### src/rvv_lsu_decode_params.svh
`ifndef RVV_LSU_DECODE_PARAMS_SVH
`define RVV_LSU_DECODE_PARAMS_SVH

// scalar and vector data widths
`define XLEN                32
`define VLEN                128
`define PC_WIDTH            32

// decode and queue sizing
`define NUM_DE_UOP          2     // uops produced per cycle
`define UOP_INDEX_WIDTH     3     // up to 8 uops per instruction
`define UOP_QUEUE_DEPTH     8
`define UOP_QUEUE_CNT_WIDTH 4     // occupancy and free count, 0..depth

// vector csr fields
`define VSTART_WIDTH        7
`define VL_WIDTH            8

// encoding fields of a vector memory instruction
`define FUNCT6_WIDTH        6
`define VM_WIDTH            1
`define VS2_WIDTH           5
`define VS1_WIDTH           5
`define UMOP_WIDTH          5
`define IMM_WIDTH           5
`define FUNCT3_WIDTH        3
`define VD_WIDTH            5
`define RD_WIDTH            5

// bits 31:7 of the encoding plus the 2-bit opcode class below them
`define INST_WIDTH          (`FUNCT6_WIDTH + `VM_WIDTH + `UMOP_WIDTH + `IMM_WIDTH + \
                             `FUNCT3_WIDTH + `RD_WIDTH + 2)

// vtype fields
`define VTYPE_VILL_WIDTH    1
`define VTYPE_VSEW_WIDTH    3
`define VTYPE_VLMUL_WIDTH   3

`endif

### src/rvv_lsu_decode_pkg.sv
`include "rvv_lsu_decode_params.svh"

package rvv_lsu_decode_pkg;

  typedef logic [`VD_WIDTH-1:0]          reg_index_t;
  typedef logic [`UOP_INDEX_WIDTH-1:0]   uop_index_t;
  typedef logic [`PC_WIDTH-1:0]          pc_t;
  typedef logic [`XLEN-1:0]              xdata_t;
  typedef logic [`VSTART_WIDTH-1:0]      vstart_t;
  typedef logic [`VL_WIDTH-1:0]          vl_t;
  typedef logic [`VTYPE_VLMUL_WIDTH:0]   emul_t;     // register count, 1..8

  typedef enum logic [1:0] {
    EEW8,
    EEW16,
    EEW32,
    EEW_NONE
  } EEW_e;

  // values follow the mop field of the encoding
  typedef enum logic [1:0] {
    UNIT      = 2'b00,
    IDX_UNORD = 2'b01,
    STRIDED   = 2'b10,
    IDX_ORD   = 2'b11
  } LSU_KIND_e;

  typedef struct packed {
    logic [`VTYPE_VILL_WIDTH-1:0]  vill;
    logic [`VTYPE_VSEW_WIDTH-1:0]  vsew;
    logic [`VTYPE_VLMUL_WIDTH-1:0] vlmul;
  } VTYPE_t;

  typedef struct packed {
    VTYPE_t  vtype;
    vl_t     vl;
    vstart_t vstart;
  } VECTOR_CSR_t;

  typedef struct packed {
    pc_t                    inst_pc;
    logic [`INST_WIDTH-1:0] inst;        // encoding 31:7 at 26:2, opcode class at 1:0
    VECTOR_CSR_t            vector_csr;
    xdata_t                 rs1_data;
  } INST_t;

  typedef union packed {
    logic [`FUNCT6_WIDTH-1:0] bits;
    struct packed {
      logic [2:0] nf;
      logic       mew;
      logic [1:0] mop;
    } lsu;
  } FUNCT6_u;

  typedef struct packed {
    pc_t        uop_pc;
    logic       is_store;
    LSU_KIND_e  kind;
    logic       vm;
    reg_index_t vd_index;      // data register, load dest or store source
    reg_index_t vs2_index;
    EEW_e       eew_vd;
    EEW_e       eew_vs2;
    xdata_t     rs1_data;
    vl_t        vl;
    vstart_t    vstart;
    uop_index_t uop_index;
    logic       first_uop;
    logic       last_uop;
  } UOP_QUEUE_t;

endpackage

### src/rvv_backend_decode.sv
`timescale 1ns/1ns
`include "rvv_lsu_decode_params.svh"

module rvv_backend_decode import rvv_lsu_decode_pkg::*;
(
  input   logic        clk,
  input   logic        rst_n,
  input   logic        inst_valid,
  input   INST_t       inst,
  input   logic        uop_pop,
  output  logic        inst_done,
  output  logic        inst_illegal,
  output  logic        uop_out_valid,
  output  UOP_QUEUE_t  uop_out,
  output  logic        queue_full
);

  uop_index_t                          uop_index_remain;
  logic       [`NUM_DE_UOP-1:0]        lsu_uop_valid;
  UOP_QUEUE_t [`NUM_DE_UOP-1:0]        lsu_uop;
  logic                                inst_illegal_comb;
  logic       [`NUM_DE_UOP-1:0]        push_valid;
  UOP_QUEUE_t [`NUM_DE_UOP-1:0]        push_uop;
  logic [`UOP_QUEUE_CNT_WIDTH-1:0]     free_count;

  rvv_backend_decode_ctrl u_ctrl (
    .clk               (clk),
    .rst_n             (rst_n),
    .inst_valid        (inst_valid),
    .uop_valid_in      (lsu_uop_valid),
    .uop_in            (lsu_uop),
    .inst_illegal_comb (inst_illegal_comb),
    .free_count        (free_count),
    .uop_index_remain  (uop_index_remain),
    .push_valid        (push_valid),
    .push_uop          (push_uop),
    .inst_done         (inst_done),
    .inst_illegal      (inst_illegal)
  );

  rvv_backend_decode_unit_lsu u_lsu (
    .inst_valid        (inst_valid),
    .inst              (inst),
    .uop_index_remain  (uop_index_remain),
    .uop_valid         (lsu_uop_valid),
    .uop               (lsu_uop),
    .inst_illegal_comb (inst_illegal_comb)
  );

  rvv_backend_uop_queue u_queue (
    .clk               (clk),
    .rst_n             (rst_n),
    .push_valid        (push_valid),
    .push_uop          (push_uop),
    .uop_pop           (uop_pop),
    .uop_out_valid     (uop_out_valid),
    .uop_out           (uop_out),
    .free_count        (free_count),
    .queue_full        (queue_full)
  );

endmodule

### src/rvv_backend_decode_ctrl.sv
`timescale 1ns/1ns
`include "rvv_lsu_decode_params.svh"

module rvv_backend_decode_ctrl import rvv_lsu_decode_pkg::*;
(
  clk,
  rst_n,
  inst_valid,
  uop_valid_in,
  uop_in,
  inst_illegal_comb,
  free_count,
  uop_index_remain,
  push_valid,
  push_uop,
  inst_done,
  inst_illegal
);

  input   logic                                 clk;
  input   logic                                 rst_n;
  input   logic                                 inst_valid;
  input   logic       [`NUM_DE_UOP-1:0]         uop_valid_in;
  input   UOP_QUEUE_t [`NUM_DE_UOP-1:0]         uop_in;
  input   logic                                 inst_illegal_comb;
  input   logic [`UOP_QUEUE_CNT_WIDTH-1:0]      free_count;

  output  uop_index_t                           uop_index_remain;
  output  logic       [`NUM_DE_UOP-1:0]         push_valid;
  output  UOP_QUEUE_t [`NUM_DE_UOP-1:0]         push_uop;
  output  logic                                 inst_done;
  output  logic                                 inst_illegal;

  localparam int CNT_W = `UOP_QUEUE_CNT_WIDTH;

  logic        inst_legal;
  logic        has_room;
  logic        last_pushed;
  logic        nothing_left;    // every remaining uop sits below vstart
  uop_index_t  index_next;

  assign inst_legal   = inst_valid & ~inst_illegal_comb;
  assign has_room     = free_count >= CNT_W'(`NUM_DE_UOP);   // whole pair must fit
  assign nothing_left = inst_legal & (uop_valid_in == '0);

  assign push_valid   = (inst_legal & has_room) ? uop_valid_in : '0;
  assign push_uop     = uop_in;

  always_comb begin
    last_pushed = 1'b0;
    index_next  = uop_index_remain;
    for (int k = 0; k < `NUM_DE_UOP; k++) begin
      if (push_valid[k]) begin
        last_pushed = last_pushed | uop_in[k].last_uop;
        index_next  = uop_in[k].uop_index + 1'b1;    // resume after highest pushed
      end
    end
  end

  // illegal ops finish at once, nothing gets queued
  assign inst_illegal = inst_valid & inst_illegal_comb;
  assign inst_done    = inst_illegal | nothing_left | last_pushed;

  always_ff @(posedge clk) begin
    if (!rst_n) begin
      uop_index_remain <= '0;
    end else if (inst_done) begin
      uop_index_remain <= '0;
    end else if (|push_valid) begin
      uop_index_remain <= index_next;
    end
  end

endmodule

### src/rvv_backend_decode_unit_lsu.sv
`timescale 1ns/1ns
`include "rvv_lsu_decode_params.svh"

module rvv_backend_decode_unit_lsu import rvv_lsu_decode_pkg::*;
(
  inst_valid,
  inst,
  uop_index_remain,
  uop_valid,
  uop,
  inst_illegal_comb
);

  input   logic                               inst_valid;
  input   INST_t                              inst;
  input   uop_index_t                         uop_index_remain;

  output  logic       [`NUM_DE_UOP-1:0]       uop_valid;
  output  UOP_QUEUE_t [`NUM_DE_UOP-1:0]       uop;
  output  logic                               inst_illegal_comb;

  // field positions inside the encoding field
  localparam int VD_LO      = 2;
  localparam int FUNCT3_LO  = VD_LO + `VD_WIDTH;
  localparam int RS1_LO     = FUNCT3_LO + `FUNCT3_WIDTH;
  localparam int VS2_LO     = RS1_LO + `VS1_WIDTH;
  localparam int VM_LO      = VS2_LO + `VS2_WIDTH;
  localparam int FUNCT6_LO  = VM_LO + `VM_WIDTH;
  localparam int VLENB_LOG2 = $clog2(`VLEN/8);

  logic [1:0]                      inst_class;     // 00 load, 01 store
  FUNCT6_u                         funct6_lsu;
  logic [`VM_WIDTH-1:0]            inst_vm;
  reg_index_t                      inst_vs2;
  logic [`FUNCT3_WIDTH-1:0]        inst_funct3;
  reg_index_t                      inst_vd;
  logic [`VTYPE_VILL_WIDTH-1:0]    vill;
  logic [`VTYPE_VSEW_WIDTH-1:0]    vsew;
  logic [`VTYPE_VLMUL_WIDTH-1:0]   vlmul;
  vstart_t                         vstart;

  logic                            is_indexed;
  EEW_e                            eew_width;
  EEW_e                            eew_sew;
  EEW_e                            eew_vd;
  EEW_e                            eew_vs2;
  logic signed [3:0]               lmul_log2;
  logic signed [3:0]               emul_vd_log2;
  logic signed [3:0]               emul_vs2_log2;
  logic [1:0]                      cl_vd;
  logic [1:0]                      cl_vs2;
  logic [1:0]                      cl_max;
  emul_t                           emul_vd;
  emul_t                           emul_vs2;
  emul_t                           emul_max;
  logic [2:0]                      vd_mask;
  logic [2:0]                      vs2_mask;
  logic                            lmul_ok;
  logic                            emul_ok;
  logic                            align_ok;
  logic                            legal;
  vstart_t                         uop_vstart;
  vstart_t                         uop_index_start;
  vstart_t [`NUM_DE_UOP-1:0]       uop_index_current;   // wider than uop_index_t, no wrap

  function automatic logic signed [3:0] eew_log2(input EEW_e eew);
    case (eew)
      EEW16:   eew_log2 = 4'sd1;
      EEW32:   eew_log2 = 4'sd2;
      default: eew_log2 = 4'sd0;
    endcase
  endfunction

  // fractional emul still occupies one register
  function automatic logic [1:0] clip_log2(input logic signed [3:0] e);
    clip_log2 = (e > 4'sd0) ? e[1:0] : 2'd0;
  endfunction

  function automatic logic emul_in_range(input logic signed [3:0] e);
    emul_in_range = (e >= -4'sd3) && (e <= 4'sd3);
  endfunction

  assign inst_class  = inst.inst[1:0];
  assign inst_vd     = inst.inst[VD_LO +: `VD_WIDTH];
  assign inst_funct3 = inst.inst[FUNCT3_LO +: `FUNCT3_WIDTH];
  assign inst_vs2    = inst.inst[VS2_LO +: `VS2_WIDTH];
  assign inst_vm     = inst.inst[VM_LO +: `VM_WIDTH];
  assign funct6_lsu.bits = inst.inst[FUNCT6_LO +: `FUNCT6_WIDTH];
  assign vill        = inst.vector_csr.vtype.vill;
  assign vsew        = inst.vector_csr.vtype.vsew;
  assign vlmul       = inst.vector_csr.vtype.vlmul;
  assign vstart      = inst.vector_csr.vstart;

  assign is_indexed  = funct6_lsu.lsu.mop[0];    // 01 and 11

  always_comb begin
    case (inst_funct3)
      3'b000:  eew_width = EEW8;
      3'b101:  eew_width = EEW16;
      3'b110:  eew_width = EEW32;
      default: eew_width = EEW_NONE;
    endcase
    case (vsew)
      3'b000:  eew_sew = EEW8;
      3'b001:  eew_sew = EEW16;
      3'b010:  eew_sew = EEW32;
      default: eew_sew = EEW_NONE;
    endcase
  end

  always_comb begin
    lmul_ok = 1'b1;
    case (vlmul)
      3'b110:  lmul_log2 = -4'sd2;
      3'b111:  lmul_log2 = -4'sd1;
      3'b000:  lmul_log2 = 4'sd0;
      3'b001:  lmul_log2 = 4'sd1;
      3'b010:  lmul_log2 = 4'sd2;
      3'b011:  lmul_log2 = 4'sd3;
      default: begin
        lmul_log2 = 4'sd0;
        lmul_ok   = 1'b0;   // 1/8 and reserved
      end
    endcase
  end

  // indexed: data follows sew/lmul, index takes the width field
  assign eew_vd        = is_indexed ? eew_sew : eew_width;
  assign eew_vs2       = is_indexed ? eew_width : EEW_NONE;
  assign emul_vs2_log2 = eew_log2(eew_width) - eew_log2(eew_sew) + lmul_log2;
  assign emul_vd_log2  = is_indexed ? lmul_log2 : emul_vs2_log2;

  assign cl_vd    = clip_log2(emul_vd_log2);
  assign cl_vs2   = is_indexed ? clip_log2(emul_vs2_log2) : 2'd0;
  assign cl_max   = (cl_vd > cl_vs2) ? cl_vd : cl_vs2;
  assign emul_vd  = emul_t'(1) << cl_vd;
  assign emul_vs2 = emul_t'(1) << cl_vs2;
  assign emul_max = emul_t'(1) << cl_max;

  assign vd_mask  = 3'(emul_vd - 4'd1);
  assign vs2_mask = 3'(emul_vs2 - 4'd1);
  assign emul_ok  = emul_in_range(emul_vd_log2) & (~is_indexed | emul_in_range(emul_vs2_log2));
  assign align_ok = ((inst_vd[2:0] & vd_mask) == 3'd0) &
                    (~is_indexed | ((inst_vs2[2:0] & vs2_mask) == 3'd0));

  assign legal = ~vill[0] & (eew_sew != EEW_NONE) & (eew_width != EEW_NONE) & lmul_ok &
                 (funct6_lsu.lsu.nf == 3'd0) & ~funct6_lsu.lsu.mew & ~inst_class[1] &
                 emul_ok & align_ok;

  assign inst_illegal_comb = inst_valid & ~legal;

  // registers wholly below vstart are skipped
  assign uop_vstart      = vstart >> (VLENB_LOG2 - eew_log2(eew_vd));
  assign uop_index_start = (vstart_t'(uop_index_remain) > uop_vstart) ?
                           vstart_t'(uop_index_remain) : uop_vstart;

  always_comb begin
    for (int k = 0; k < `NUM_DE_UOP; k++) begin
      uop_index_current[k] = uop_index_start + vstart_t'(k);
      uop_valid[k] = inst_valid & legal & (uop_index_current[k] < vstart_t'(emul_max));

      uop[k].uop_pc    = inst.inst_pc;
      uop[k].is_store  = inst_class[0];
      uop[k].kind      = LSU_KIND_e'(funct6_lsu.lsu.mop);
      uop[k].vm        = inst_vm[0];
      uop[k].vd_index  = inst_vd + reg_index_t'(uop_index_current[k] >> (cl_max - cl_vd));
      uop[k].vs2_index = is_indexed ?
                         inst_vs2 + reg_index_t'(uop_index_current[k] >> (cl_max - cl_vs2)) :
                         inst_vs2;
      uop[k].eew_vd    = eew_vd;
      uop[k].eew_vs2   = eew_vs2;
      uop[k].rs1_data  = inst.rs1_data;
      uop[k].vl        = inst.vector_csr.vl;
      uop[k].vstart    = vstart;
      uop[k].uop_index = uop_index_t'(uop_index_current[k]);
      uop[k].first_uop = uop_index_current[k] == uop_vstart;   // first one left after skipping
      uop[k].last_uop  = uop_index_current[k] == vstart_t'(emul_max - 4'd1);
    end
  end

endmodule

### src/rvv_backend_uop_queue.sv
`timescale 1ns/1ns
`include "rvv_lsu_decode_params.svh"

module rvv_backend_uop_queue import rvv_lsu_decode_pkg::*;
(
  clk,
  rst_n,
  push_valid,
  push_uop,
  uop_pop,
  uop_out_valid,
  uop_out,
  free_count,
  queue_full
);

  input   logic                                 clk;
  input   logic                                 rst_n;
  input   logic       [`NUM_DE_UOP-1:0]         push_valid;
  input   UOP_QUEUE_t [`NUM_DE_UOP-1:0]         push_uop;
  input   logic                                 uop_pop;

  output  logic                                 uop_out_valid;
  output  UOP_QUEUE_t                           uop_out;
  output  logic [`UOP_QUEUE_CNT_WIDTH-1:0]      free_count;
  output  logic                                 queue_full;

  localparam int PTR_W = $clog2(`UOP_QUEUE_DEPTH);
  localparam int CNT_W = `UOP_QUEUE_CNT_WIDTH;

  UOP_QUEUE_t          mem [`UOP_QUEUE_DEPTH];
  logic [PTR_W-1:0]    rptr;
  logic [PTR_W-1:0]    wptr;
  logic [PTR_W-1:0]    wptr_p1;
  logic [CNT_W-1:0]    count;
  logic [1:0]          push_num;
  logic                pop_en;
  UOP_QUEUE_t          wr_data0;
  UOP_QUEUE_t          wr_data1;

  assign push_num = {1'b0, push_valid[0]} + {1'b0, push_valid[1]};
  assign pop_en   = uop_pop & (count != '0);   // pop on empty is dropped
  assign wptr_p1  = wptr + 1'b1;

  // compact the pair, a lone slot-1 uop goes to wptr
  assign wr_data0 = push_valid[0] ? push_uop[0] : push_uop[1];
  assign wr_data1 = push_uop[1];

  always_ff @(posedge clk) begin
    if (push_num != 2'd0) begin
      mem[wptr] <= wr_data0;
    end
    if (push_num == 2'd2) begin
      mem[wptr_p1] <= wr_data1;
    end
  end

  always_ff @(posedge clk) begin
    if (!rst_n) begin
      rptr  <= '0;
      wptr  <= '0;
      count <= '0;
    end else begin
      wptr  <= wptr + PTR_W'(push_num);
      rptr  <= rptr + PTR_W'(pop_en);
      count <= count + CNT_W'(push_num) - CNT_W'(pop_en);
    end
  end

  assign uop_out_valid = count != '0;
  assign uop_out       = mem[rptr];                  // head entry
  assign free_count    = CNT_W'(`UOP_QUEUE_DEPTH) - count;
  assign queue_full    = count == CNT_W'(`UOP_QUEUE_DEPTH);

endmodule

### config.mk
export PLATFORM = sky130hd
export DESIGN_NAME = rvv_backend_decode
export DESIGN_NICKNAME = d
export VERILOG_FILES = /design/src/rvv_lsu_decode_pkg.sv /design/src/rvv_backend_decode.sv /design/src/rvv_backend_decode_ctrl.sv /design/src/rvv_backend_decode_unit_lsu.sv /design/src/rvv_backend_uop_queue.sv
export VERILOG_INCLUDE_DIRS = /design/src
export SDC_FILE = /design/constraint.sdc
export NUM_CORES = 1
export LEC_CHECK = 0
export BUFFER_PORTS_ARGS = -buffer_cell sky130_fd_sc_hd__buf_2
export CAP_MARGIN = 30
export CORE_MARGIN = 2
export CORE_UTILIZATION = 30
export CTS_BUF_LIST = sky130_fd_sc_hd__clkbuf_4 sky130_fd_sc_hd__clkbuf_8 sky130_fd_sc_hd__clkbuf_16
export CTS_CLUSTER_SIZE = 12
export DETAILED_ROUTE_END_ITERATION = 8
export HOLD_SLACK_MARGIN = 0.12
export PLACE_DENSITY = 0.47
export SLEW_MARGIN = 10
export SYNTH_ARGS = -nofsm -noshare
export SYNTH_HDL_FRONTEND = slang
export SYNTH_SLANG_ARGS = --single-unit
### constraint.sdc
create_clock -name clk -period 56.6 [get_ports clk]
set_input_delay 14.15 -clock clk [delete_from_list [all_inputs] [get_ports clk]]
set_output_delay 14.15 -clock clk [all_outputs]
set_load 0.02 [all_outputs]
**Word-level counts from Yosys, hierarchy flattened**

Memory sizes are Yosys's and may differ from the RTL's. A register that Yosys moved wholly into a read port is not among the register bits.
Index checks and enable logic that the tools add are counted.

- Register bits after elaboration: 13
- Memory bits (writable): 816
- Input bits: 117
- Output and inout bits: 106
- Logic and storage cells: 146
- Memories: 1

Memories:

| name | words | bits a word | rd ports | clocked after memory_dff | wr ports | RTL line | text |
|---|---|---|---|---|---|---|---|
| u_queue.mem | 8 | 102 | 1 | 1 | 2 | rvv_backend_uop_queue.sv:31 | `` UOP_QUEUE_t mem [`UOP_QUEUE_DEPTH]; `` |

- Add/subtract/negate cells: 22
- Order comparisons: 11
- Equal/unequal tests: 23
- Shift-type cells: 8
- Mux-type cells: 28
- Bitwise gates (word level): 33
- Reduce and logical (&&, ||, !) cells: 16

Operator list:

| cell | count |
|---|---|
| 2-to-1 mux 66 bit | 1 |
| >> shifter 7 x 32 -> 7 bit | 1 |
| equality test 7 bit | 4 |
| >> shifter 7 x 2 -> 5 bit | 4 |
| adder 5 bit | 4 |
| case mux 4 bit (5 select lines) | 1 |
| AND 1 bit | 19 |
| zero test 3 bit | 6 |
| < comparator 7 x 4 -> 1 bit | 2 |
| 2-to-1 mux 2 bit | 7 |
| equality test 3 bit, second input constant | 4 |
| case mux 2 bit (2 select lines) | 3 |
| case mux 2 bit (3 select lines) | 2 |
| 2-to-1 mux 5 bit | 2 |
| adder 3 x 1 -> 3 bit, second input constant | 3 |
| equality test 3 x 2 -> 1 bit, second input constant | 3 |
| 2-to-1 mux 3 bit | 3 |
| equality test 2 bit, second input constant | 4 |
| greater-or-equal comparator 4 x 3 -> 1 bit, second input constant | 2 |
| greater-than comparator 4 x 1 -> 1 bit, second input constant | 2 |
| <= comparator 4 x 3 -> 1 bit, second input constant | 2 |
| adder 7 x 1 -> 7 bit, second input constant | 1 |
| greater-than comparator 3 x 7 -> 1 bit | 1 |
| 2-to-1 mux 1 bit | 7 |
| 32 further kinds | 53 |

**Longest topological paths before layout**

Gate-level depths: netlist (run 1).

- Depth in word-level cells: 27
- Mapped depth: 38
- Mapped depth without buffers: 34

**Hierarchy**

Synthesis (run 1) repeated with hierarchy kept, for this count alone.

- Cells, all modules: 3011
- Area total of the unflattened synthesis: 47754.6 um^2

By module, submodules not included:

| module | times used | cells each | area each (um^2) | seq. area each (um^2) |
|---|---|---|---|---|
| rvv_backend_uop_queue | 1 | 2290 | 42225.5 | 24703.7 |
| rvv_backend_decode_unit_lsu | 1 | 480 | 3684.8 | 0.0 |
| rvv_backend_decode_ctrl | 1 | 241 | 1844.3 | 60.1 |

**Worst setup path after synthesis (run 1)**

OpenSTA, ideal clock, no wires.

- Kind: input port to output port
- Start: input port inst[75] (netlist bit)
- End: output port inst_done
- Arrival: 20.569 ns
- Data required time: 42.450 ns
- Path slack: 21.881 ns
- Cell stages on the path: 28
- Path buffers: 4
- Path through: buf_2 -> buf_1 -> buf_1 -> nor3_1 -> a21oi_1 -> inv_1 -> ha_1 -> buf_4 -> mux2i_1 -> mux2i_1 -> inv_1 -> ha_1 -> nand2_1 -> o21ai_1 -> nand3_2 -> a21oi_1 -> inv_2 -> ha_1 -> or2_2 -> a2111oi_0 -> a211oi_4 -> ha_1 -> o21ai_0 -> nand2b_1 -> a21o_1 -> or3_1 -> nor3_2 -> a211o_4

RTL lines:

| item | RTL line | text |
|---|---|---|
| start: declaration | rvv_backend_decode.sv:9 | `input INST_t inst,` |
| end: declaration | rvv_backend_decode.sv:11 | `output logic inst_done,` |

==> summary.txt, run 1 <==
Final layout
  – P&R area growth vs syn: 17.1%
  – Share of layout cells above drive strength 1: 0.334
  – Cell Count, Final, Fillers Out: 3830
  – Total Nets Final: ~2400
  – Finished layout cell area: ~0.042 mm2

Min path
  – Type of the most critical hold path: flop to flop

Critical path
  – WP data required: between 40 and 50 ns
  – CP Capture Type: primary output
  – CP Max Fanout: 48
  – Setup Crit Path Kind: input pin to primary output
  – CP Launch Type: input pin
  – Worst Path Arrival: about 23 ns

Synthesis
  – Syn Inst Count: slightly below 2000
  – YS warnings: 0
  – Mapped cell area: roughly 0.036 mm2
  – Post-synthesis async set-or-reset flop share: 0
  – Synth area leaders: edfxtp_1 (68%), mux4_2 (13%), mux2_2 (3.3%)
  – Part of the Yosys area used for sequential elements: 0.692
  – Synthesized Nets: about 2100
  – Number of synthesized flops with an enable pin: approximately 820
  – Post-synth top area cell: edfxtp_1
  – Top FF cell, synth: edfxtp_1
  – FF+latch count, synth: 829
  – Avg Cell Area, Syn: between 15 and 20 um2
  – Netlist cell types: 83
  – Top-area cell type share of the netlist area: 0.685

CTS
  – CTS sink cnt: approximately 830
  – TritonCTS clock tree: yes
  – Post-CTS Resized: 0
  – CTS max path bufs: 3
  – Worst skew pair latency: between 0.6 and 0.7 ns
  – CTS root buf: clkbuf_16
  – Num CTS Buffers: 93
  – Setup Buffers After CTS: 0
  – Cts hold-fix bufs: 0
  – Clock-pin transition on the worst setup and hold timing paths: roughly 0.05 ns
  – H-tree depth: 3

Power
  – Sequential share of power: 0.401
  – Cell leakage power: about 14 nW
  – Internal: approximately 0.0012 W
  – Peak VDD IR: approximately 0.000022 V
  – Switch Pwr: ~0.00049 W
  – Clock power share: 0.339
  – Switching share of total power: 0.282
  – Comb pwr share: 0.260
  – Power per Cell Area: around 42 mW/mm2

Timing
  – Final worst-path cycle share: 0.648
  – Min Tclk post-route: 36.65 ns
  – Final Hold Vio Count: 0
  – Fmax: approximately 27 MHz
  – Worst Tran Pin Value: 1.05 ns
  – Final Skew: about 0.019 ns
  – Slew Viols, Final: 0
  – Slew margin rel.: 0.298
  – Final-report setup violation count: 0
  – Unrepaired setup endpoints after global routing: no
  – Setup TNS: 0 ns

Route
  – Vias per cell: a little under 5
  – 1st-iter DRT viols: around 1300
  – Vias: 18800
  – DRT Wirelength: 90.1 mm
  – Routed Antenna Nets: 0
  – Number of detailed-route iterations in the first pass: 5
  – # DRC: 0
  – DR WL/cell: approximately 24 um

GRT
  – Initial antenna violation count: 7
  – Maximum number of pins on one net before global-route repair: roughly 150
  – Number of global-route vias before repair: around 20000
  – Global Route Usage Sum: 0.147
  – Grt total ovfl: 0
  – Global-route wire length before repair: 132 mm

Floorplan
  – Total die area: ~0.12 mm2
  – Die W: 349 um
  – Starting density of the core: 0.303
  – Rows: approximately 130
  – Num ports: around 220
  – Die Ht: ~350 um
  – Core box area: roughly 0.12 mm2

Status
  – Outcome: finished, final reports clean

Place
  – Placed Area: 0.0388 mm2
  – Routability congestion estimate: roughly 0.8
  – IO Port Bufs: between 200 and 250
  – Placed cell count: between 3000 and 4000
  – Final HPWL DP: between 50 and 60 mm

Flow run
  – Max Cap Viol: 0
-- cell usage in the layout, fill, tap and decap left out, types with 9 or more instances in the layout --
cell | Yosys | final
buf_4 | 5 | 33
clkbuf_4 | 0 | 26
xor2_1 | 14 | 14
edfxtp_1 | 816 | 816
inv_1 | 39 | 39
a21o_1 | 23 | 23
xnor2_1 | 38 | 38
buf_2 | 4 | 217
a31oi_1 | 11 | 11
and2_1 | 18 | 18
nand2b_1 | 9 | 9
a21oi_1 | 58 | 58
ha_1 | 54 | 54
nor2b_1 | 9 | 9
dfxtp_1 | 13 | 10
clkbuf_16 | 0 | 95
nand2_1 | 160 | 160
nor2_1 | 74 | 74
nor3_1 | 13 | 12
mux2_2 | 106 | 106
mux2i_1 | 44 | 44
mux4_2 | 206 | 206
o21ai_0 | 30 | 24
clkinv_1 | 0 | 23
-- cell families after synthesis --
group,share of synthesized area
flip-flops,0.692
multiplexers,0.176
AND/OR/NAND/NOR,0.0475
AO/OA/AOI/OAI,0.0329
buffers and inverters,0.0157
adder cells (fa/ha/maj),0.0234
XOR/XNOR,0.0127
-- cell usage after synthesis, drive strengths merged (10+ instances only) --
library cell,count
a21o,23
xnor2,38
edfxtp,816
clkbuf,64
inv,43
nor3,14
mux4,206
dfxtp,13
nand2,160
and2,18
a21oi,62
a31oi,11
buf,34
ha,54
mux2,107
xor2,14
or2,11
o21ai,34
nand2b,10
mux2i,44
nor2,82
-- flip-flops by register name, indices dropped and copies added (netlist names) --
signal                   cells
u_queue.mem                816
u_queue.count                4
u_ctrl.uop_index_remain      3
u_queue.rptr                 3
u_queue.wptr                 3
-- final timing paths --
kind                                            from                            to  slack, ns  cells after the start
min reg2reg               u_queue.wptr[1]$_SDFF_PN0_    u_queue.wptr[1]$_SDFF_PN0_       0.69                      3
max                                         inst[75]                     inst_done      19.95                     26
max reg2reg  u_ctrl.uop_index_remain[2]$_SDFFE_PP0P_  u_queue.mem[4][63]$_DFFE_PP_      47.61                     23
min                       u_queue.wptr[1]$_SDFF_PN0_    u_queue.wptr[1]$_SDFF_PN0_       0.69                      3
-- per-layer routing --
metal | track usage | up-vias | share of wire | wire [um]
met5 | 0 | - | 0.00038 | 34
met4 | 0.0409 | 4 | 0.019 | 1720
met3 | 0.0246 | 122 | 0.048 | 4340
met2 | 0.250 | 480 | 0.49 | 44500
met1 | 0.194 | 9840 | 0.44 | 39500
li1 | - | 8366 | - | -
-- stage by stage --
step | util | hold WS, ns | worst slack [ns] | total power, W
final | 0.354 | 0.688 | 19.95 | 0.00174
after global routing | 0.354 | 0.709 | 19.27 | 0.00183
after global placement | 0.328 | 0.661 | 20.08 | 0.00116
after detailed placement | 0.328 | 0.673 | 19.87 | 0.00117
after floorplan | - | 0.555 | 21.88 | 0.00104
after CTS | 0.354 | 0.683 | 19.88 | 0.00176
-- area by class of cell --
| class | count | area [um2] |
|---|---|---|
| Sequential cell | 829 | 24800 |
| Timing Repair Buffer | 257 | 1470 |
| Multi-Input combinational cell | 998 | 10600 |
| Clock buffer | 122 | 2600 |
| Inverter | 43 | 161 |
| Tap cell | 1536 | 1920 |
| Fill cell | 11100 | 76400 |
| Antenna cell | 3 | 7.51 |
| Clock inverter | 42 | 397 |
-- power by group through the flow --
stage	combinational [W]	sequential (W)	clock, W
after floorplan	0.000335	0.000703	0
after global placement	0.000445	0.000714	0
after detailed placement	0.000456	0.000711	0
after CTS	0.000458	0.000698	0.000609
after global routing	0.000496	0.000698	0.000632
final	0.000452	0.000698	0.000590
-- worst max-delay path, cell delays in order --
cell       delay, ns
buf_2           0.64
nor3_1          0.14
a21oi_1         0.63
inv_1           0.10
ha_1            0.69
mux2i_1         0.22
mux2i_1         0.40
inv_1           0.09
ha_1            0.32
nand2_1         0.08
o21ai_1         0.31
nand3_2         0.25
a21oi_1         0.68
inv_2           0.33
ha_1            0.49
or2_2           0.36
a2111oi_0       0.71
a211oi_4        0.18
ha_1            0.32
o21ai_0         0.08
nand2b_1        0.10
a21o_1          0.19
or3_1           0.36
nor3_2          0.29
a211o_4         0.21
buf_2           0.16
Power figures use the tool's default switching activity.
==> inputs of run 2 (changes only) <==
--- a/config.mk
+++ b/config.mk
@@ -14,7 +14,7 @@
 export CTS_CLUSTER_SIZE = 12
 export DETAILED_ROUTE_END_ITERATION = 8
 export HOLD_SLACK_MARGIN = 0.12
-export PLACE_DENSITY = 0.47
+export PLACE_DENSITY = 0.49
 export SLEW_MARGIN = 10
 export SYNTH_ARGS = -nofsm -noshare
 export SYNTH_HDL_FRONTEND = slang
==> constraint.sdc (replaced) <==
create_clock -name clk -period 30.1 [get_ports clk]
set_input_delay 7.525 -clock clk [delete_from_list [all_inputs] [get_ports clk]]
set_output_delay 7.525 -clock clk [all_outputs]
set_load 0.02 [all_outputs]
==> run 2 against run 1 <==
  * Sequential share of layout area grew 0.12 points
  * Non-clock buffer count grew 7
  * Setup slack lost 13 ns
  * Clock-buffer cell count shrank 7
  * Die area is the same
  * Total power grew 85%
  * Cell count is essentially flat
  * Final area shrank 0.21%
  * Via count grew 0.41%
  * Clock power grew 78%
  * Utilization shrank 0.074 points
  * Critical path type unchanged
  * Largest power group unchanged
  * Highest routed layer unchanged
==> summary.txt, run 2 (synthesized netlist as in run 1, its figures left out) <==
Status
  – Outcome: finished, final reports clean

GRT
  – Global Route Usage Sum: 0.145
  – Grt total ovfl: 0
  – Global-route wire length before repair: around 130 mm
  – Number of global-route vias before repair: 19900
  – Initial antenna violation count: 10
  – Maximum number of pins on one net before global-route repair: 50

CTS
  – Clock-pin transition on the worst setup and hold timing paths: ~0.060 ns
  – Cts hold-fix bufs: 0
  – TritonCTS clock tree: yes
  – CTS max path bufs: 3
  – H-tree depth: 3
  – Worst skew pair latency: ~0.64 ns
  – CTS sink cnt: 829
  – Post-CTS Resized: 0
  – Num CTS Buffers: 90
  – CTS root buf: clkbuf_16
  – Setup Buffers After CTS: 0

Route
  – 1st-iter DRT viols: about 1100
  – DR WL/cell: 23.4 um
  – Vias per cell: 4.93
  – DRT Wirelength: just under 90 mm
  – Routed Antenna Nets: 0
  – Number of detailed-route iterations in the first pass: 5
  – # DRC: 0
  – Vias: about 19000

Timing
  – Final-report setup violation count: 0
  – Min Tclk post-route: 23.32 ns
  – Unrepaired setup endpoints after global routing: no
  – Fmax: roughly 43 MHz
  – Final worst-path cycle share: 0.775
  – Final Skew: around 0.03 ns
  – Setup TNS: 0 ns
  – Worst Tran Pin Value: between 0.9 and 1 ns
  – Slew Viols, Final: 0
  – Final Hold Vio Count: 0
  – Slew margin rel.: 0.340

Critical path
  – Worst r2r src: u_ctrl.uop_index_remain[2]$_SDFFE_PP0P_
  – CP Capture Type: primary output
  – Setup Crit Path Kind: input pin to primary output
  – R2R cell count: 23
  – CP Launch Type: input pin
  – Worst Path Arrival: approximately 16 ns
  – CP Max Fanout: 48
  – Reg-to-reg setup timing slack: 21.03 ns
  – R2r endpoint: u_queue.mem[0][26]$_DFFE_PP_
  – WP data required: approximately 23 ns

Place
  – IO Port Bufs: around 220
  – Final HPWL DP: around 53 mm
  – Routability congestion estimate: between 0.8 and 0.9

Final layout
  – Share of layout cells above drive strength 1: 0.336
  – Commonest non-fill, non-tap cell in the layout: edfxtp_1
  – Final core utilization: 0.354
  – Reg with most FFs: u_queue.mem
  – Commonest cells after routing, fill and taps aside: edfxtp_1 (816), buf_2 (217), mux4_2 (206)
  – Total Nets Final: about 2400
  – Max FFs per register: about 800
  – Filler cells: between 10000 and 15000
  – Largest regs: u_queue.mem: 816 flops, u_queue.count: 4 flops
  – P&R area growth vs syn: 16.8%

Min path
  – Hold Startpoint: u_ctrl.uop_index_remain[1]$_SDFFE_PP0P_
  – Worst hold stages: 2
  – WHS Endpoint: u_ctrl.uop_index_remain[1]$_SDFFE_PP0P_
  – Type of the most critical hold path: flop to flop

Floorplan
  – Starting density of the core: 0.303
  – Core box area: 0.118 mm2
  – Rows: roughly 130
  – Die W: 349 um
  – Total die area: 0.122 mm2
  – Die Ht: roughly 350 um
  – Num ports: approximately 220

Flow run
  – Max Cap Viol: 0

Power
  – Power per Cell Area: 77.1 mW/mm2
  – Cell leakage power: 13.8 nW
  – Peak VDD IR: 0.0000482 V
-- run 2: how the worst max path moves through the flow --
stage                                        endpoint  slack [ns]      from  depth (start not counted)
after floorplan           u_queue.mem[0][0]$_DFFE_PP_        7.49  inst[75]                         31
after global placement                      inst_done        6.78  inst[75]                         26
after detailed placement                    inst_done        6.68  inst[75]                         26
after CTS                                   inst_done        6.65  inst[75]                         26
after global routing                        inst_done        6.00  inst[75]                         26
final                                       inst_done        6.78  inst[75]                         26
-- run 2: per-layer routing --
metal  track usage  wire [um]
met5             0         68
met4        0.0442       2180
met3        0.0221       4820
met2         0.245      43900
met1         0.193      38600
-- run 2: worst max-delay path, cell delays in order --
cell       delay [ns]
buf_2            0.64
nor3_1           0.14
a21oi_1          0.65
inv_1            0.10
ha_1             0.68
mux2i_1          0.20
mux2i_1          0.40
inv_1            0.09
ha_1             0.33
nand2_1          0.09
o21ai_1          0.30
nand3_2          0.25
a21oi_1          0.65
inv_2            0.30
ha_1             0.47
or2_2            0.37
a2111oi_0        0.73
a211oi_4         0.18
ha_1             0.32
o21ai_0          0.07
nand2b_1         0.09
a21o_1           0.19
or3_1            0.35
nor3_2           0.27
a211o_4          0.21
buf_2            0.17
-- run 2: layout make-up --
type / count / area, um2 / share of cell area
timing repair buffer: 264 / 1580 / 0.0378
multi-input combinational: 998 / 10600 / 0.253
clock inverter: 39 / 305 / 0.00730
inverter: 43 / 161 / 0.00386
tap: 1536 / 1920 / 0.0460
sequential: 829 / 24800 / 0.593
clock buffer: 115 / 2490 / 0.0596
antenna: 4 / 10.0 / 0.000239
-- run 2: per-stage QoR --
step,power [W],cell area (um2),worst slack (ns),instances,hold WS [ns]
CTS,0.00326,41700,6.65,3819,0.678
global placement,0.00218,38800,6.78,3657,0.651
finish,0.00322,41800,6.78,3828,0.680
floorplan,0.00195,35800,7.49,1968,0.555
detailed placement,0.00220,38900,6.68,3665,0.665
global route,0.00338,41800,6.00,3824,0.741
-- run 2: power by group --
group	switching (W)	internal, W
combinational	0.000468	0.000395
sequential	0.0000149	0.00130
clock	0.000440	0.000609
total	0.000923	0.00230
==> inputs of run 3 (changes only) <==
--- a/config.mk
+++ b/config.mk
@@ -14,7 +14,7 @@
 export CTS_CLUSTER_SIZE = 12
 export DETAILED_ROUTE_END_ITERATION = 8
 export HOLD_SLACK_MARGIN = 0.12
-export PLACE_DENSITY = 0.49
+export PLACE_DENSITY = 0.47
 export SLEW_MARGIN = 10
 export SYNTH_ARGS = -nofsm -noshare
 export SYNTH_HDL_FRONTEND = slang
==> constraint.sdc (replaced) <==
create_clock -name clk -period 24.5 [get_ports clk]
set_input_delay 6.125 -clock clk [delete_from_list [all_inputs] [get_ports clk]]
set_output_delay 6.125 -clock clk [all_outputs]
set_load 0.02 [all_outputs]
==> run 3 against run 2 <==
  * Non-clock buffer count decreased by 4
  * Wire length increased by 1.3%
  * Combinational power increased by 21%
  * Hold slack gained 0.0078 ns
  * Clock skew down 0.0051 ns
  * Via count rose by 0.33%
  * Total power rose by 24%
==> summary.txt, run 3 (synthesized netlist as in run 1, its figures left out) <==
Status
  – Outcome: finished, final reports clean

Timing
  – Final worst-path cycle share: 0.836
  – Slew Viols, Final: 0
  – Final-report setup violation count: 0
  – Final Hold Vio Count: 0
  – Setup TNS: 0 ns
  – Worst Tran Pin Value: ~1 ns
  – Final Skew: between 0.02 and 0.025 ns
  – Min Tclk post-route: between 20 and 25 ns
  – Unrepaired setup endpoints after global routing: no
  – Slew margin rel.: 0.344
  – Fmax: roughly 49 MHz

Min path
  – WHS Endpoint: u_ctrl.uop_index_remain[1]$_SDFFE_PP0P_
  – Worst hold stages: 2
  – Hold Startpoint: u_ctrl.uop_index_remain[1]$_SDFFE_PP0P_
  – Type of the most critical hold path: flop to flop

Route
  – 1st-iter DRT viols: ~1300
  – Routed Antenna Nets: 0
  – Number of detailed-route iterations in the first pass: 5
  – DRT Wirelength: 90.6 mm
  – DR WL/cell: 23.7 um
  – Vias per cell: 4.95
  – Vias: ~19000
  – # DRC: 0

Final layout
  – Total Nets Final: 2404
  – Largest regs: u_queue.mem: 816 flops, u_queue.count: 4 flops
  – Final core utilization: 0.354
  – P&R area growth vs syn: 17.0%
  – Max FFs per register: ~820
  – Reg with most FFs: u_queue.mem
  – Share of layout cells above drive strength 1: 0.335
  – Commonest cells after routing, fill and taps aside: edfxtp_1 (816), buf_2 (218), mux4_2 (206)
  – Commonest non-fill, non-tap cell in the layout: edfxtp_1

Power
  – Sequential share of power: 0.405
  – Peak VDD IR: around 0.000053 V
  – Internal: 0.00284 W
  – Switch Pwr: ~0.0012 W
  – Comb pwr share: 0.261
  – Switching share of total power: 0.289
  – Clock power share: 0.335
  – Power per Cell Area: around 96 mW/mm2
  – Cell leakage power: between 10 and 15 nW

Critical path
  – R2r endpoint: u_queue.mem[0][24]$_DFFE_PP_
  – Slowest cell on the critical path: a2111oi_0
  – CP Capture Type: primary output
  – Reg-to-reg setup timing slack: approximately 16 ns
  – CP Launch Type: input pin
  – Cell mode on critical path: ha_1
  – WP data required: between 15 and 20 ns
  – Setup Crit Path Kind: input pin to primary output
  – Critical path buffers and inverters: 5
  – Worst Path Arrival: between 10 and 15 ns
  – Worst r2r src: u_ctrl.uop_index_remain[2]$_SDFFE_PP0P_
  – Worst stage delay on the critical path: roughly 0.76 ns
  – Cell family with most CP delay: compound AO/OA/AOI/OAI gates
  – R2R cell count: 24
  – CP Max Fanout: 48

Floorplan
  – Die Ht: roughly 350 um
  – Starting density of the core: 0.303
  – Die W: between 300 and 400 um
  – Rows: about 130
  – Core box area: between 0.1 and 0.15 mm2
  – Total die area: ~0.12 mm2
  – Num ports: 223

CTS
  – Num CTS Buffers: 93
  – Worst skew pair latency: approximately 0.64 ns
  – Setup Buffers After CTS: 0
  – TritonCTS clock tree: yes
  – Clock-pin transition on the worst setup and hold timing paths: approximately 0.070 ns
  – CTS sink cnt: roughly 830
  – Cts hold-fix bufs: 0
  – CTS root buf: clkbuf_16
  – Post-CTS Resized: 0
  – H-tree depth: 3
  – CTS max path bufs: 3

Place
  – Final HPWL DP: about 54 mm
  – Routability congestion estimate: 0.816
  – IO Port Bufs: around 220

Flow run
  – Max Cap Viol: 0

GRT
  – Grt total ovfl: 0
  – Initial antenna violation count: 7
  – Global-route wire length before repair: between 100 and 150 mm
  – Number of global-route vias before repair: 20000
  – Maximum number of pins on one net before global-route repair: between 80 and 90
  – Global Route Usage Sum: 0.148
run 3: cell count changes in the layout (fill, tap and decap cells not counted), moves of 3 or more:
cell,previous run,this run
clkinv_1,16,20
clkbuf_4,24,18
clkinv_2,11,14
buf_4,37,34
run 3: layout make-up:
type | count | area, um2
fill | 11100 | 76400
sequential | 829 | 24800
multi-input combinational | 998 | 10600
clock buffer | 110 | 2470
tap | 1536 | 1920
timing repair buffer | 260 | 1520
clock inverter | 51 | 457
inverter | 43 | 161
antenna | 2 | 5.00
run 3: how the worst max path moves through the flow:
stage                     slack, ns  depth (start not counted)      from                     endpoint
final                          4.01                         26  inst[75]                    inst_done
after detailed placement       3.93                         26  inst[75]                    inst_done
after global routing           3.20                         26  inst[75]                    inst_done
after global placement         4.08                         26  inst[75]                    inst_done
after CTS                      3.92                         26  inst[75]                    inst_done
after floorplan                3.29                         31  inst[75]  u_queue.mem[0][0]$_DFFE_PP_
run 3: metal layers:
metal	global-route usage	routed length [um]
met1	0.196	39500
met2	0.251	44700
met3	0.0264	4690
met4	0.0362	1650
met5	0	59
run 3: stage by stage:
step	setup slack (ns)	hold WS, ns	total power [W]	cells	cell area, um2
6_report	4.01	0.688	0.00400	3829	41900
5_1_grt	3.20	0.745	0.00420	3827	41900
4_1_cts	3.92	0.691	0.00406	3824	41800
3_5_place_dp	3.93	0.681	0.00271	3663	38900
3_3_place_gp	4.08	0.654	0.00268	3657	38800
2_1_floorplan	3.29	0.555	0.00240	1968	35800
run 3: tightest hold or removal path, cell delays in order, from the launching register on:
cell,delay [ns]
dfxtp_1,0.39
mux2i_1,0.18
nor3b_1,0.07
run 3: power groups by stage:
stage | Clock [W] | Combinational, W | Sequential (W)
floorplan | 0 | 0.000773 | 0.00162
global placement | 0 | 0.00102 | 0.00166
detailed placement | 0 | 0.00106 | 0.00165
CTS | 0.00138 | 0.00106 | 0.00162
global route | 0.00143 | 0.00115 | 0.00162
finish | 0.00134 | 0.00104 | 0.00162
